==> src/hdl/vid_pkg.sv <==
package vid_pkg;

    typedef logic [11:0] hcount_t;     // clocks within a line
    typedef logic [10:0] vcount_t;     // lines
    typedef logic [15:0] frame_cnt_t;
    typedef logic [2:0]  reg_addr_t;
    typedef logic [15:0] reg_data_t;

    typedef struct packed {
        hcount_t h_fp;
        hcount_t h_sync;
        hcount_t h_act;
        vcount_t v_act;
        vcount_t v_fp;
        vcount_t v_sync;
        vcount_t v_total;
    } timing_cfg_t;

    typedef struct packed {
        vcount_t    lines_last;
        hcount_t    href_max;
        frame_cnt_t frames;
    } frame_stat_t;

    typedef enum logic [2:0] {
        passive_active,
        passive_fp,
        passive_sync,
        passive_wait,
        active_wait,
        active_act,
        active_fp,
        active_sync
    } sync_state_e;

    localparam reg_addr_t ADDR_H_FP    = 3'd0;
    localparam reg_addr_t ADDR_H_SYNC  = 3'd1;
    localparam reg_addr_t ADDR_H_ACT   = 3'd2;
    localparam reg_addr_t ADDR_V_ACT   = 3'd3;
    localparam reg_addr_t ADDR_V_FP    = 3'd4;
    localparam reg_addr_t ADDR_V_SYNC  = 3'd5;
    localparam reg_addr_t ADDR_V_TOTAL = 3'd6;
    localparam reg_addr_t ADDR_STAT    = 3'd7;

    // 720p-like defaults
    localparam hcount_t RST_H_FP    = 12'd110;
    localparam hcount_t RST_H_SYNC  = 12'd40;
    localparam hcount_t RST_H_ACT   = 12'd1280;
    localparam vcount_t RST_V_ACT   = 11'd720;
    localparam vcount_t RST_V_FP    = 11'd5;
    localparam vcount_t RST_V_SYNC  = 11'd5;
    localparam vcount_t RST_V_TOTAL = 11'd750;

endpackage : vid_pkg

==> src/hdl/timing_cfg_regs.sv <==
`timescale 1ns/1ps

module timing_cfg_regs
    import vid_pkg::*;
(
    input  logic        clk,
    input  logic        rstn,
    input  logic        cfg_req,
    input  logic        cfg_we,
    input  reg_addr_t   cfg_addr,
    input  reg_data_t   cfg_wdata,
    output logic        cfg_ack,
    output reg_data_t   cfg_rdata,
    input  frame_stat_t stat,
    output timing_cfg_t cfg,
    output logic        clear_stat
);

    typedef enum logic {
        ack_idle,
        ack_done
    } ack_state_e;

    ack_state_e ack_state;
    logic [1:0] stat_sel;    // 0 lines_last, 1 frames, 2 href_max
    reg_data_t  rd_mux;
    logic       access;

    assign access  = (ack_state == ack_idle) && cfg_req;
    assign cfg_ack = (ack_state == ack_done);

    always_comb begin
        case (cfg_addr)
            ADDR_H_FP    : rd_mux = reg_data_t'(cfg.h_fp);
            ADDR_H_SYNC  : rd_mux = reg_data_t'(cfg.h_sync);
            ADDR_H_ACT   : rd_mux = reg_data_t'(cfg.h_act);
            ADDR_V_ACT   : rd_mux = reg_data_t'(cfg.v_act);
            ADDR_V_FP    : rd_mux = reg_data_t'(cfg.v_fp);
            ADDR_V_SYNC  : rd_mux = reg_data_t'(cfg.v_sync);
            ADDR_V_TOTAL : rd_mux = reg_data_t'(cfg.v_total);
            default : begin
                case (stat_sel)
                    2'd1    : rd_mux = reg_data_t'(stat.frames);
                    2'd2    : rd_mux = reg_data_t'(stat.href_max);
                    default : rd_mux = reg_data_t'(stat.lines_last);
                endcase
            end
        endcase
    end

    always_ff @(posedge clk or negedge rstn) begin
        if (~rstn) begin
            ack_state  <= ack_idle;
            clear_stat <= 1'b0;
            stat_sel   <= 2'd0;
            cfg        <= '{h_fp: RST_H_FP, h_sync: RST_H_SYNC, h_act: RST_H_ACT,
                            v_act: RST_V_ACT, v_fp: RST_V_FP, v_sync: RST_V_SYNC,
                            v_total: RST_V_TOTAL};
        end else begin
            clear_stat <= 1'b0;
            case (ack_state)
                ack_idle : begin
                    if (cfg_req) begin
                        ack_state <= ack_done;
                        if (cfg_we) begin
                            case (cfg_addr)
                                ADDR_H_FP    : cfg.h_fp    <= hcount_t'(cfg_wdata);
                                ADDR_H_SYNC  : cfg.h_sync  <= hcount_t'(cfg_wdata);
                                ADDR_H_ACT   : cfg.h_act   <= hcount_t'(cfg_wdata);
                                ADDR_V_ACT   : cfg.v_act   <= vcount_t'(cfg_wdata);
                                ADDR_V_FP    : cfg.v_fp    <= vcount_t'(cfg_wdata);
                                ADDR_V_SYNC  : cfg.v_sync  <= vcount_t'(cfg_wdata);
                                ADDR_V_TOTAL : cfg.v_total <= vcount_t'(cfg_wdata);
                                default : begin
                                    // stat write clears and picks the field read back
                                    clear_stat <= 1'b1;
                                    stat_sel   <= cfg_wdata[1:0];
                                end
                            endcase
                        end
                    end
                end
                ack_done : begin
                    if (!cfg_req) ack_state <= ack_idle;    // end of four-phase cycle
                end
                default : ack_state <= ack_idle;
            endcase
        end
    end

    // read data held while ack is high
    always_ff @(posedge clk) begin
        if (access && !cfg_we) cfg_rdata <= rd_mux;
    end

endmodule : timing_cfg_regs

==> src/hdl/cam_frame_meter.sv <==
`timescale 1ns/1ps

module cam_frame_meter
    import vid_pkg::*;
(
    input  logic        clk,
    input  logic        rstn,
    input  logic        cam_href,
    input  logic        cam_vsync,
    input  logic        clear_stat,
    output frame_stat_t stat
);

    logic       href_d;
    logic       vsync_d;
    logic       href_rise;
    logic       href_fall;
    logic       vsync_rise;
    vcount_t    line_cnt;      // href edges in the running frame
    vcount_t    lines_last;
    hcount_t    run_len;
    hcount_t    href_max;
    frame_cnt_t frames;

    assign href_rise  = cam_href & ~href_d;
    assign href_fall  = ~cam_href & href_d;
    assign vsync_rise = cam_vsync & ~vsync_d;

    assign stat = '{lines_last: lines_last, href_max: href_max, frames: frames};

    always_ff @(posedge clk or negedge rstn) begin
        if (~rstn) begin
            href_d     <= 1'b0;
            vsync_d    <= 1'b0;
            line_cnt   <= '0;
            lines_last <= '0;
            run_len    <= '0;
            href_max   <= '0;
            frames     <= '0;
        end else begin
            href_d  <= cam_href;
            vsync_d <= cam_vsync;

            if (cam_href) run_len <= href_rise ? hcount_t'(1) : run_len + 1'b1;

            if (clear_stat) begin
                line_cnt   <= '0;
                lines_last <= '0;
                href_max   <= '0;
                frames     <= '0;
            end else begin
                if (href_fall && run_len > href_max) href_max <= run_len;

                if (vsync_rise) begin
                    lines_last <= line_cnt;
                    frames     <= frames + 1'b1;
                    line_cnt   <= href_rise ? vcount_t'(1) : vcount_t'(0);
                end else if (href_rise) begin
                    line_cnt <= line_cnt + 1'b1;
                end
            end
        end
    end

endmodule : cam_frame_meter

==> src/hdl/sync_gen.sv <==
`timescale 1ns/1ps

module sync_gen
    import vid_pkg::*;
(
    input  logic        clk,
    input  logic        rstn,
    input  logic        cam_href,
    input  logic        cam_vsync,
    input  timing_cfg_t cfg,
    output logic        hsync,
    output logic        vsync,
    output logic        de
);

    sync_state_e state;
    logic        cam_href_d;
    logic        vsynced;           // camera vsync seen, waiting for next line end
    hcount_t     h_cnt;
    hcount_t     h_gap;             // blanking measured between camera lines
    vcount_t     v_cnt;
    vcount_t     v_next;
    logic [11:0] vs_start;
    logic [11:0] vs_end;
    logic        vs_next;

    // true on the final clock of a phase that lasts len clocks
    function automatic logic last_clk(input hcount_t cnt, input hcount_t len);
        logic [12:0] nxt;
        nxt = cnt + 13'd1;
        return nxt >= {1'b0, len};
    endfunction

    assign v_next   = v_cnt + 1'b1;
    assign vs_start = cfg.v_act + cfg.v_fp;
    assign vs_end   = vs_start + cfg.v_sync;
    assign vs_next  = ({1'b0, v_next} >= vs_start) && ({1'b0, v_next} < vs_end);

    // passive lines follow the camera, active lines are self timed
    assign de = (state inside {passive_active, passive_fp, passive_sync, passive_wait}) ?
                cam_href_d : (state == active_act);

    always_ff @(posedge clk or negedge rstn) begin
        if (~rstn) begin
            cam_href_d <= 1'b0;
        end else begin
            cam_href_d <= cam_href;
        end
    end

    always_ff @(posedge clk or negedge rstn) begin
        if (~rstn) begin
            state   <= passive_active;
            h_cnt   <= '0;
            h_gap   <= '0;
            v_cnt   <= '0;
            hsync   <= 1'b0;
            vsync   <= 1'b0;
            vsynced <= 1'b0;
        end else begin
            if (cam_vsync) vsynced <= 1'b1;

            case (state)
                passive_active : begin
                    if (!cam_href && cam_href_d) begin
                        h_cnt <= '0;
                        state <= passive_fp;
                        if (vsynced) begin
                            vsynced <= 1'b0;
                            v_cnt   <= '0;
                        end else begin
                            v_cnt <= v_next;
                        end
                    end
                end
                passive_fp : begin
                    if (!last_clk(h_cnt, cfg.h_fp)) begin
                        h_cnt <= h_cnt + 1'b1;
                    end else begin
                        h_cnt <= '0;
                        hsync <= 1'b1;
                        state <= passive_sync;
                    end
                end
                passive_sync : begin
                    if (!last_clk(h_cnt, cfg.h_sync)) begin
                        h_cnt <= h_cnt + 1'b1;
                    end else begin
                        h_cnt <= '0;
                        hsync <= 1'b0;
                        if (v_cnt == cfg.v_act - 1'b1) begin
                            // hand over to self timing, keep last measured gap
                            v_cnt <= v_next;
                            vsync <= vs_next;
                            state <= active_wait;
                        end else begin
                            h_gap <= '0;
                            state <= passive_wait;
                        end
                    end
                end
                passive_wait : begin
                    if (cam_href && !cam_href_d) begin
                        state <= passive_active;
                    end else begin
                        h_gap <= h_gap + 1'b1;
                    end
                end

                active_wait : begin
                    if (!last_clk(h_cnt, h_gap)) begin
                        h_cnt <= h_cnt + 1'b1;
                    end else begin
                        h_cnt <= '0;
                        state <= active_act;
                    end
                end
                active_act : begin
                    if (!last_clk(h_cnt, cfg.h_act)) begin
                        h_cnt <= h_cnt + 1'b1;
                    end else begin
                        h_cnt <= '0;
                        state <= active_fp;
                    end
                end
                active_fp : begin
                    if (!last_clk(h_cnt, cfg.h_fp)) begin
                        h_cnt <= h_cnt + 1'b1;
                    end else begin
                        h_cnt <= '0;
                        hsync <= 1'b1;
                        state <= active_sync;
                    end
                end
                active_sync : begin
                    if (!last_clk(h_cnt, cfg.h_sync)) begin
                        h_cnt <= h_cnt + 1'b1;
                    end else begin
                        h_cnt <= '0;
                        hsync <= 1'b0;
                        if (v_cnt != cfg.v_total - 1'b1) begin
                            v_cnt <= v_next;
                            vsync <= vs_next;    // vsync spans the whole next line
                            state <= active_wait;
                        end else begin
                            vsync <= 1'b0;
                            state <= passive_active;
                        end
                    end
                end
                default : state <= passive_active;
            endcase
        end
    end

endmodule : sync_gen

==> src/hdl/vid_timing_top.sv <==
`timescale 1ns/1ps

module vid_timing_top
    import vid_pkg::*;
(
    input  logic      clk,
    input  logic      rstn,
    input  logic      cam_href,
    input  logic      cam_vsync,
    input  logic      cfg_req,
    input  logic      cfg_we,
    input  reg_addr_t cfg_addr,
    input  reg_data_t cfg_wdata,
    output logic      cfg_ack,
    output reg_data_t cfg_rdata,
    output logic      hsync,
    output logic      vsync,
    output logic      de
);

    timing_cfg_t cfg;
    frame_stat_t stat;
    logic        clear_stat;

    timing_cfg_regs i_timing_cfg_regs (
        .clk        (clk),
        .rstn       (rstn),
        .cfg_req    (cfg_req),
        .cfg_we     (cfg_we),
        .cfg_addr   (cfg_addr),
        .cfg_wdata  (cfg_wdata),
        .cfg_ack    (cfg_ack),
        .cfg_rdata  (cfg_rdata),
        .stat       (stat),
        .cfg        (cfg),
        .clear_stat (clear_stat)
    );

    cam_frame_meter i_cam_frame_meter (
        .clk        (clk),
        .rstn       (rstn),
        .cam_href   (cam_href),
        .cam_vsync  (cam_vsync),
        .clear_stat (clear_stat),
        .stat       (stat)
    );

    sync_gen i_sync_gen (
        .clk       (clk),
        .rstn      (rstn),
        .cam_href  (cam_href),
        .cam_vsync (cam_vsync),
        .cfg       (cfg),
        .hsync     (hsync),
        .vsync     (vsync),
        .de        (de)
    );

endmodule : vid_timing_top

==> config.mk <==
export PLATFORM = sky130hd
export DESIGN_NAME = vid_timing_top
export DESIGN_NICKNAME = d
export VERILOG_FILES = /design/src/hdl/vid_pkg.sv /design/src/hdl/timing_cfg_regs.sv /design/src/hdl/cam_frame_meter.sv /design/src/hdl/sync_gen.sv /design/src/hdl/vid_timing_top.sv
export SDC_FILE = /design/constraint.sdc
export NUM_CORES = 1
export LEC_CHECK = 0
export BUFFER_PORTS_ARGS = -buffer_cell sky130_fd_sc_hd__buf_2
export CORE_MARGIN = 4
export CORE_UTILIZATION = 35
export DETAILED_ROUTE_END_ITERATION = 16
export PLACE_DENSITY = 0.51
export SLEW_MARGIN = 0
export SYNTH_ARGS = -nofsm -noshare
export SYNTH_HDL_FRONTEND = slang
export SYNTH_SLANG_ARGS = --single-unit
==> constraint.sdc <==
create_clock -name clk -period 7.2 [get_ports clk]
set_input_delay 1.44 -clock clk [delete_from_list [all_inputs] [get_ports clk]]
set_output_delay 1.44 -clock clk [all_outputs]
set_load 0.02 [all_outputs]
==> results of run 1 <==
## worst max-delay path: stages, from the launching register on
cell	delay [ns]
dfrtp_1	0.46
ha_1	0.25
fa_1	0.41
a21o_1	0.18
a21oi_1	0.22
o21bai_1	0.12
a21oi_1	0.22
o21ai_0	0.21
xor2_1	0.30
ha_1	0.30
a21oi_1	0.23
nand2_1	0.08
o31ai_1	0.44
xor2_1	0.19
ha_1	0.26
a2111oi_0	0.40
a211oi_1	0.15
nor4_1	0.19
mux2_2	0.19
## cells in the mapped netlist (all sizes together), types with 21 or more instances
master | n | area [um^2]
mux2 | 78 | 878
dfrtp | 165 | 4130
xor2 | 51 | 447
nand2 | 110 | 413
mux2i | 26 | 260
nand4 | 22 | 138
nor2 | 110 | 413
a21o | 27 | 203
a21oi | 96 | 480
o21ai | 54 | 270
clkbuf | 41 | 154
xnor2 | 37 | 324
ha | 115 | 1440
nand3 | 50 | 250
nor3 | 21 | 121
inv | 96 | 360
and3 | 22 | 139
dfstp | 24 | 631
## registers in the layout, summed over array words and instances, names as in the netlist, 2 cells and up
signal                        flops
i_timing_cfg_regs.cfg_rdata      16
i_timing_cfg_regs.stat_sel        2
i_cam_frame_meter.href_max       12
i_cam_frame_meter.frames         16
i_cam_frame_meter.lines_last     11
i_sync_gen.h_cnt                 12
i_cam_frame_meter.run_len        12
i_sync_gen.h_gap                 12
i_sync_gen.state                  3
i_sync_gen.v_cnt                 11
i_cam_frame_meter.line_cnt       11
i_timing_cfg_regs.cfg            80
## kinds of logic (layout without fill, tap and decap cells)
family | after synthesis | in the layout | synth area share, %
AND/OR/NAND/NOR | 400 | 400 | 14.7
AO/OA/AOI/OAI | 298 | 298 | 14.7
flip-flops | 205 | 205 | 39.9
buffers and inverters | 149 | 196 | 4.40
adder cells (fa/ha/maj) | 117 | 117 | 11.3
multiplexers | 107 | 107 | 9.19
XOR/XNOR | 88 | 88 | 5.87
other | 0 | 1 | 0
## layout make-up
cell class              count  share of cell area [%]
multi-input cells        1010                    50.1
flip-flops and latches    205                    35.8
clock buffers              32                    4.73
well taps                 468                    4.01
inverters                  96                    2.47
repair buffers             55                    2.20
clock inverters            13                   0.599
diodes                      1                  0.0171
## layer usage
layer,part of all wire [%],vias up,track usage [%],wire length [um]
met2,45,166,27.7,15800
li1,-,4951,-,-
met1,49,4923,25.0,17200
met5,0,-,0,0
met4,1.4,0,3.05,502
met3,4.2,33,2.68,1470
## stage by stage
stage,util [%],power [mW],std cells
detailed placement,37.6,3.67,1834
finish,39.7,4.86,1880
global route,39.7,5.28,1879
global placement,37.6,3.62,1834
floorplan,-,3.10,1364
CTS,39.7,4.91,1879
## power groups by stage
stage / logic, mW / clock network [mW] / registers (mW)
floorplan: 1.53 / 0 / 1.57
global placement: 1.94 / 0 / 1.68
detailed placement: 1.98 / 0 / 1.69
CTS: 2.00 / 1.25 / 1.67
global route: 2.27 / 1.30 / 1.71
finish: 1.98 / 1.21 / 1.67
## worst paths after layout
| path | end | slack (ns) | depth (start not counted) |
|---|---|---|---|
| max in group asynchronous | i_timing_cfg_regs.cfg_ack | 4.97 | 2 |
| setup reg to reg | i_sync_gen.vsync | 2.31 | 18 |
| min in group asynchronous | i_cam_frame_meter.run_len[8] | 0.90 | 1 |
| hold reg to reg | i_sync_gen.vsynced | 0.48 | 1 |
| hold / removal | i_sync_gen.vsynced | 0.48 | 1 |
| setup / recovery | i_sync_gen.vsync | 2.31 | 18 |
==> results.ini, run 1 <==
[outcome]
status=finished, final reports clean

[timing]
period_share_pct=67.9
hold_viol_final=0
grt_setup_unrepaired=no
timing.hold.ws_ns=0.484
fin_ws_ns=2.31
period_needed_ns=4.89
timing.fmax_mhz=205
maxSlewViolCount=0
skew_ns=0.0172
relSlewSlack_pct=22.8
setup_viol=0
setup-tns-final_ns=0
worst-slew-pin-transition_ns=1.15

[global_route]
grt_first_pass_wirelength_um=57400
grt_max_degree=71
grt.overflow.total=0
antenna_found_initial=1
grt.total_usage_pct=17.3
first_global_vias=10208

[yosys]
async_flop_share_pct=92.2
yosysSeqAreaShare_pct=39.9
yosysUniqueCellTypes=73
synth-seq-cells=205
synth.cell_area_mm2=0.0131
synth_ff_type=dfrtp_1
syn_area_per_cell_um2=9.63
synthCells=1364
synth_edf_count=16
syn_nets=1506
yosys_warnings=0

[clock_tree]
cts-htree-levels=1
cts-resized-gates=0
clk_latency_ns=0.53
cts_tree=yes
clock-root-buffer=clkbuf_16
numCtsBuffers=25
clkTransAtPathRegs_ns=0.06
clock_path_buffers=3
cts_setup_buffers=0
cts_sinks=205
cts_hold_buf=0

[detailed_routing]
drc_errors=0
ant_nets=0
viasPerCell=5.36
drt_first_pass_iters=5
wl_per_cell_um=18.7
finalWirelength_um=35100
drt-initial-drc-count=552
vias=10073

[critical_path]
worst_r2r_startpoint=i_timing_cfg_regs.cfg[33]
critPathLaunch=i_timing_cfg_regs.cfg[33]
crit_path_start_kind=register
critPathRequiredTime_ns=7.66
arrival_ns=5.34
critPathCaptureType=register
crit_type=register to register
worstPathMaxFanout=6

[power]
p_sw_mw=1.92
power_density_mw_per_mm2=333
leakage_nw=6.73
clkPwrFrac_pct=25.0
swShare_pct=39.6
irDropWorstVdd_v=0.000143
pwr-share-comb_pct=40.8
seq_power_share_pct=34.3
p_int_mw=2.94

[floorplan]
die_y_um=202
die_x_um=202
die-area_mm2=0.0407
core_area_mm2=0.0368
boundaryPins=45
start_util_pct=35.7
core.rowCount=70

[cells_and_area]
design_area_mm2=0.0146
nets=1535
multi_input_area_mm2=0.00733
final_cell_mix=165 x dfrtp_1, 115 x ha_1, 110 x nor2_1, 110 x nand2_1
final-seq-area_mm2=0.00524
layout_commonest_cell=dfrtp_1
drive_above_1_share_pct=15.2
fillers=3699
area_delta_synth_final_pct=11.3

[placement]
dpl_worst_slack_ns=2.46
placed_area_mm2=0.0138
gp_congestion=0.834
port_buffers=40
dp_hpwl_um=26300

[min_path]
hold_path_class=register to register
hold_start=i_sync_gen.vsynced

[job]
drv_cap=0

Power figures use the tool's default switching activity.
==> run 2: changes to the inputs <==
==> constraint.sdc (replaced) <==
create_clock -name clk -period 4.7 [get_ports clk]
set_input_delay 0.94 -clock clk [delete_from_list [all_inputs] [get_ports clk]]
set_output_delay 0.94 -clock clk [all_outputs]
set_load 0.02 [all_outputs]
==> run 2 against run 1 <==
Against the previous run: wire length rose by 1.4%; worst setup slack got worse by 2.0 ns; count of clock-buffer cells in the layout rose by 7; via count rose by 1.5%; register-to-register slack got worse by 2.0 ns; worst hold slack got worse by 0.012 ns; power rose by 60%; largest cell class unchanged; largest power group unchanged.
==> results.ini, run 2 (synthesized netlist as in run 1, its figures left out) <==
[global_route]
first_global_vias=10217
grt_first_pass_wirelength_um=57800
grt_max_degree=110
grt.total_usage_pct=17.4
antenna_found_initial=0
grt.overflow.total=0

[timing]
timing.hold.ws_ns=0.473
setup-tns-final_ns=0
maxSlewViolCount=0
relSlewSlack_pct=36.1
timing.fmax_mhz=228
fin_ws_ns=0.322
worst-slew-pin-transition_ns=0.958
skew_ns=0.0147
period_share_pct=93.1
period_needed_ns=4.38
hold_viol_final=0
setup_viol=0

[placement]
gp_congestion=0.833
dp_hpwl_um=26400
dpl_worst_slack_ns=0.0580
port_buffers=40
placed_area_mm2=0.0139

[clock_tree]
cts_hold_buf=0
clock_path_buffers=3
clkTransAtPathRegs_ns=0.06
clock-root-buffer=clkbuf_16
cts-htree-levels=1
cts_sinks=205
cts_tree=yes
clk_latency_ns=0.55
numCtsBuffers=26

[power]
fin_total_pwr_mw=7.79
leakage_nw=6.87
irDropWorstVdd_v=0.000283
power_density_mw_per_mm2=523

[floorplan]
core_area_mm2=0.0368
die-area_mm2=0.0407
core.rowCount=70
start_util_pct=35.7
die_y_um=202
boundaryPins=45
die_x_um=202

[critical_path]
worstPathMaxFanout=3
worst_r2r_startpoint=i_timing_cfg_regs.cfg[22]
crit_path_start_kind=register
crit_top_cell=a21o_1
crit_cells=22
critPathSlowestCell=dfstp_2
arrival_ns=4.85
critPathLaunch=i_timing_cfg_regs.cfg[22]
crit_end=i_sync_gen.vsync
path_buf_inv=1
crit_type=register to register
max_stage_delay_ns=0.37
worstRegToRegCells=22
crit_chain=ha_2 -> fa_2 -> a21o_1 -> a21oi_2 -> o21bai_1 -> a21oi_2 -> o21ai_2 -> a21o_1 -> a21o_1 -> xor2_1 -> ha_1 -> inv_1 -> nor3_1 -> a31oi_1 -> o21ai_0 -> a311oi_1 -> ha_1 -> o21a_1 -> o21ai_0 -> a211oi_1 -> nor4_1 -> mux2_4
critPathTopFamily=compound AO/OA/AOI/OAI gates
critPathCaptureType=register
rr_endpoint=i_sync_gen.vsync
reg2reg_slack_ns=0.32
critPathRequiredTime_ns=5.18

[cells_and_area]
nets=1553
n_antenna_cell=0
final_cell_mix=165 x dfrtp_1, 114 x ha_1, 110 x nor2_1, 110 x nand2_1, 96 x inv_1
final-seq-area_mm2=0.00524
layout_commonest_cell=dfrtp_1
area_delta_synth_final_pct=13.6
fillers=3691
design_area_mm2=0.0149
drive_above_1_share_pct=16.9
multi_input_area_mm2=0.00736
largest_register_ffs=80
largest-register=i_timing_cfg_regs.cfg
top_regs=i_timing_cfg_regs.cfg x80, i_cam_frame_meter.frames x16, i_timing_cfg_regs.cfg_rdata x16

[detailed_routing]
vias=10224
viasPerCell=5.38
drt_first_pass_iters=5
ant_nets=0
drt-initial-drc-count=645
wl_per_cell_um=18.7
drc_errors=0
finalWirelength_um=35600

[min_path]
hold_start=i_sync_gen.vsynced
hold_path_class=register to register

[job]
drv_cap=0

[outcome]
status=finished, final reports clean

run 2: cell count changes in the layout (fill, tap and decap cells not counted), moves of 2 or more:
| cell | delta |
|---|---|
| bufinv_16 | +2 |
| a21oi_1 | -2 |
| a21oi_2 | +2 |
| clkbuf_1 | +4 |
| buf_4 | +16 |
| clkbuf_16 | +3 |
| clkinv_1 | -5 |
run 2: worst register-to-register path, stage by stage, from the launching register on:
cell and delay, ns:
dfstp_2 0.37, ha_2 0.20, fa_2 0.37, a21o_1 0.18, a21oi_2 0.14, o21bai_1 0.11, a21oi_2 0.19, o21ai_2 0.10
a21o_1 0.20, a21o_1 0.21, xor2_1 0.16, ha_1 0.33, inv_1 0.11, nor3_1 0.06, a31oi_1 0.13, o21ai_0 0.10
a311oi_1 0.32, ha_1 0.29, o21a_1 0.10, o21ai_0 0.14, a211oi_1 0.06, nor4_1 0.25, mux2_4 0.19
run 2: repair_timing:
action	4_1_cts	5_1_grt
gates cloned	0	0
setup endpoints to repair	1	1
pin swaps	0	7
setup buffers	0	5
gates resized for setup	1	9
run 2: layer usage:
layer	track usage [%]	routed length (um)
met2	27.4	15800
met4	3.69	741
met3	2.53	1530
met5	0	0
met1	25.6	17500
run 2: worst min-delay path by stage:
| stage | end | slack, ns | depth (start not counted) |
|---|---|---|---|
| after floorplan | i_sync_gen.vsynced | 0.44 | 1 |
| after global placement | i_sync_gen.vsynced | 0.46 | 1 |
| after detailed placement | i_sync_gen.vsynced | 0.46 | 1 |
| after CTS | i_sync_gen.vsynced | 0.47 | 1 |
| after global routing | i_sync_gen.vsynced | 0.49 | 1 |
| final | i_sync_gen.vsynced | 0.47 | 1 |
run 2: area by class of cell:
type	instances	share of cell area, %
Clock buffer	39	5.24
Clock inverter	9	0.822
Inverter	96	2.42
Multi-Input combinational cell	1010	49.4
Sequential cell	205	35.1
Tap cell	468	3.93
Timing Repair Buffer	72	3.10
run 2: through the flow:
| step | util [%] | instances |
|---|---|---|
| 6_report | 40.5 | 1899 |
| 5_1_grt | 40.5 | 1899 |
| 4_1_cts | 40.4 | 1894 |
| 3_5_place_dp | 37.9 | 1846 |
| 3_3_place_gp | 37.9 | 1846 |
| 2_1_floorplan | - | 1364 |
run 2: report_power, final:
part	switching (mW)	leakage [nW]	internal, mW	total [mW]
clock network	0.803	0.444	1.31	2.11
logic	1.80	3.85	1.35	3.14
registers	0.404	2.57	2.14	2.54
total	3.00	6.87	4.79	7.79
==> run 3: changes to the inputs <==
--- a/config.mk
+++ b/config.mk
@@ -5,6 +5,7 @@
 export SDC_FILE = /design/constraint.sdc
 export NUM_CORES = 1
 export LEC_CHECK = 0
+export ABC_AREA = 1
 export BUFFER_PORTS_ARGS = -buffer_cell sky130_fd_sc_hd__buf_2
 export CORE_MARGIN = 4
 export CORE_UTILIZATION = 35
==> constraint.sdc (replaced) <==
create_clock -name clk -period 4.7 [get_ports clk]
set_input_delay 0.94 -clock clk [delete_from_list [all_inputs] [get_ports clk]]
set_output_delay 0.94 -clock clk [all_outputs]
set_load 0.05 [all_outputs]
==> run 3 against run 2 <==
Against the previous run: non-clock buffer count down 18; clock skew up 0.0024 ns; critical path type unchanged; highest routed layer is now met5; largest cell class unchanged; wire length up 9.3%; global-route usage up 1.6 points; first-iteration DRC count up 16%; area after synthesis up 0.74%; critical path depth up 2; count of clock-buffer cells in the layout up 5; final cell count up 20%; worst hold slack worse by 0.020 ns.
==> results.ini, run 3 <==
[critical_path]
critPathCaptureType=register
crit_path_start_kind=register
crit_type=register to register
worstPathMaxFanout=4
critPathRequiredTime_ns=5.13
reg2reg_slack_ns=0.88
arrival_ns=4.25

[yosys]
syn_nets=1854
yosysMostFrequentCell=nand2_1
synth.cell_area_mm2=0.0132
netlist.top_cell.by_area=dfrtp_1
yosysSeqAreaShare_pct=39.6
synth_ff_type=dfrtp_1
yosysUniqueCellTypes=48
synthTopCellsByCount=377 x nand2_1, 250 x inv_1, 192 x o21ai_0
netlist.area_leader.share_pct=31.2
synth_edf_count=16
synth_area_leaders=dfrtp_1 31%, ha_1 11%, nand2_1 11%, o21ai_0 7.3%, inv_1 7.1%
async_flop_share_pct=92.2
synth-seq-cells=205
syn_area_per_cell_um2=7.73
synthCells=1712
yosys_warnings=0

[clock_tree]
cts_setup_buffers=0
cts_hold_buf=0
cts-htree-levels=1
clk_latency_ns=0.56
cts-resized-gates=0
cts_tree=yes
numCtsBuffers=25
clock_path_buffers=3
cts_sinks=205
clkTransAtPathRegs_ns=0.06
clock-root-buffer=clkbuf_16

[cells_and_area]
largest_register_ffs=80
top_regs=i_timing_cfg_regs.cfg x80, i_cam_frame_meter.frames x16, i_timing_cfg_regs.cfg_rdata x16
nets=1901
largest-register=i_timing_cfg_regs.cfg
drive_above_1_share_pct=7.65
multi_input_area_mm2=0.00685
fillers=3900
area_delta_synth_final_pct=11.9
final_util_pct=40.0
layout_commonest_cell=nand2_1
final_cell_mix=377 x nand2_1, 250 x inv_1, 192 x o21ai_0
final-seq-area_mm2=0.00524

[floorplan]
boundaryPins=45
start_util_pct=35.8
core.rowCount=70
die_y_um=202
core_area_mm2=0.0370
die_x_um=202
die-area_mm2=0.0410

[detailed_routing]
drt-initial-drc-count=750
wl_per_cell_um=17.0
top_layer=met5
viasPerCell=5.04
vias=11505
drc_errors=0
met2_length_um=17100
finalWirelength_um=38900
drt-met1-wl_um=18900
ant_nets=0
wl_met3_um=1960
drt_first_pass_iters=5

[global_route]
grt_first_pass_wirelength_um=62200
first_global_vias=11058
grt.overflow.total=0
grt.total_usage_pct=19.0
antenna_found_initial=3
grt_max_degree=105

[timing]
maxSlewViolCount=0
hold_viol_final=0
period_needed_ns=3.82
worst-slew-pin-transition_ns=0.940
setup-tns-final_ns=0
relSlewSlack_pct=37.3
fin_ws_ns=0.878
skew_ns=0.0171
setup_viol=0
timing.fmax_mhz=262
period_share_pct=81.3
grt_setup_unrepaired=no

[power]
irDropWorstVdd_v=0.000294
leakage_nw=7.15
power_density_mw_per_mm2=485

[placement]
gp_congestion=0.866
port_buffers=40
dp_hpwl_um=29800
dpl_worst_slack_ns=0.880

[min_path]
hold_path_class=register to register

[outcome]
status=finished, final reports clean

[job]
drv_cap=0

[run 3: cell type report]
cell class | instances | area share (%)
multi-input cells | 1211 | 46.3
clock buffers | 44 | 5.06
clock inverters | 2 | 0.169
inverters | 262 | 6.65
flip-flops and latches | 205 | 35.4
diodes | 1 | 0.0169
well taps | 504 | 4.26
repair buffers | 54 | 2.12
[run 3: power by group]
| part | internal [mW] | leakage, nW | switching [mW] |
|---|---|---|---|
| clock | 1.08 | 0.373 | 0.797 |
| combinational | 0.999 | 4.17 | 1.89 |
| sequential | 2.09 | 2.60 | 0.320 |
[run 3: kinds of logic (layout without fill, tap and decap cells)]
| group | Yosys count | count (layout) | synth area share, % |
|---|---|---|---|
| and+or+nand+nor | 662 | 662 | 21.1 |
| AOI/OAI and AO/OA | 379 | 379 | 16.0 |
| buffers and inverters | 296 | 362 | 8.61 |
| DFF | 205 | 205 | 39.6 |
| adders and majority gates | 117 | 117 | 11.2 |
| xor gates and xnor gates | 53 | 53 | 3.51 |
| other | 0 | 1 | 0 |
[run 3: metal layers]
layer  up-vias  global-route usage, %
met2       233                   30.2
met3        58                   3.35
met1      5407                   27.1
li1       5803                      -
met4         4                   4.44
met5         -                      0
[run 3: worst paths after layout]
path	startpoint	cells after the start	endpoint
max	i_timing_cfg_regs.cfg[33]	24	i_sync_gen.vsync
min	i_cam_frame_meter.frames[2]	1	i_cam_frame_meter.frames[2]
max reg2reg	i_timing_cfg_regs.cfg[33]	24	i_sync_gen.vsync
min reg2reg	i_cam_frame_meter.frames[2]	1	i_cam_frame_meter.frames[2]
max in group asynchronous	rstn	2	i_timing_cfg_regs.cfg[11]
min in group asynchronous	rstn	1	i_sync_gen.v_cnt[8]
[run 3: critical path: stages, from the launching register on]
cell     delay (ns)
dfrtp_1        0.42
ha_1           0.22
fa_1           0.44
nand3_1        0.11
nand2_1        0.08
xor2_1         0.19
inv_1          0.07
ha_1           0.33
a21oi_1        0.20
o21ai_0        0.17
nand3_1        0.10
nand2_1        0.08
xnor2_1        0.14
ha_1           0.29
inv_1          0.05
nor3_1         0.16
nand2_1        0.08
nand3_1        0.09
nand3_1        0.07
nand2_1        0.07
nand2_1        0.05
nand2_1        0.05
nand2_1        0.04
nand3_1        0.14
nand2_1        0.07
[run 3: per-stage QoR]
stage | total power [mW] | instances | instance area [um^2] | hold WS (ns)
2_1_floorplan | 4.50 | 1712 | 13200 | 0.423
3_3_place_gp | 5.28 | 2236 | 14000 | 0.447
3_5_place_dp | 5.32 | 2236 | 14000 | 0.450
4_1_cts | 7.24 | 2282 | 14800 | 0.456
5_1_grt | 7.82 | 2283 | 14800 | 0.465
6_report | 7.17 | 2283 | 14800 | 0.453
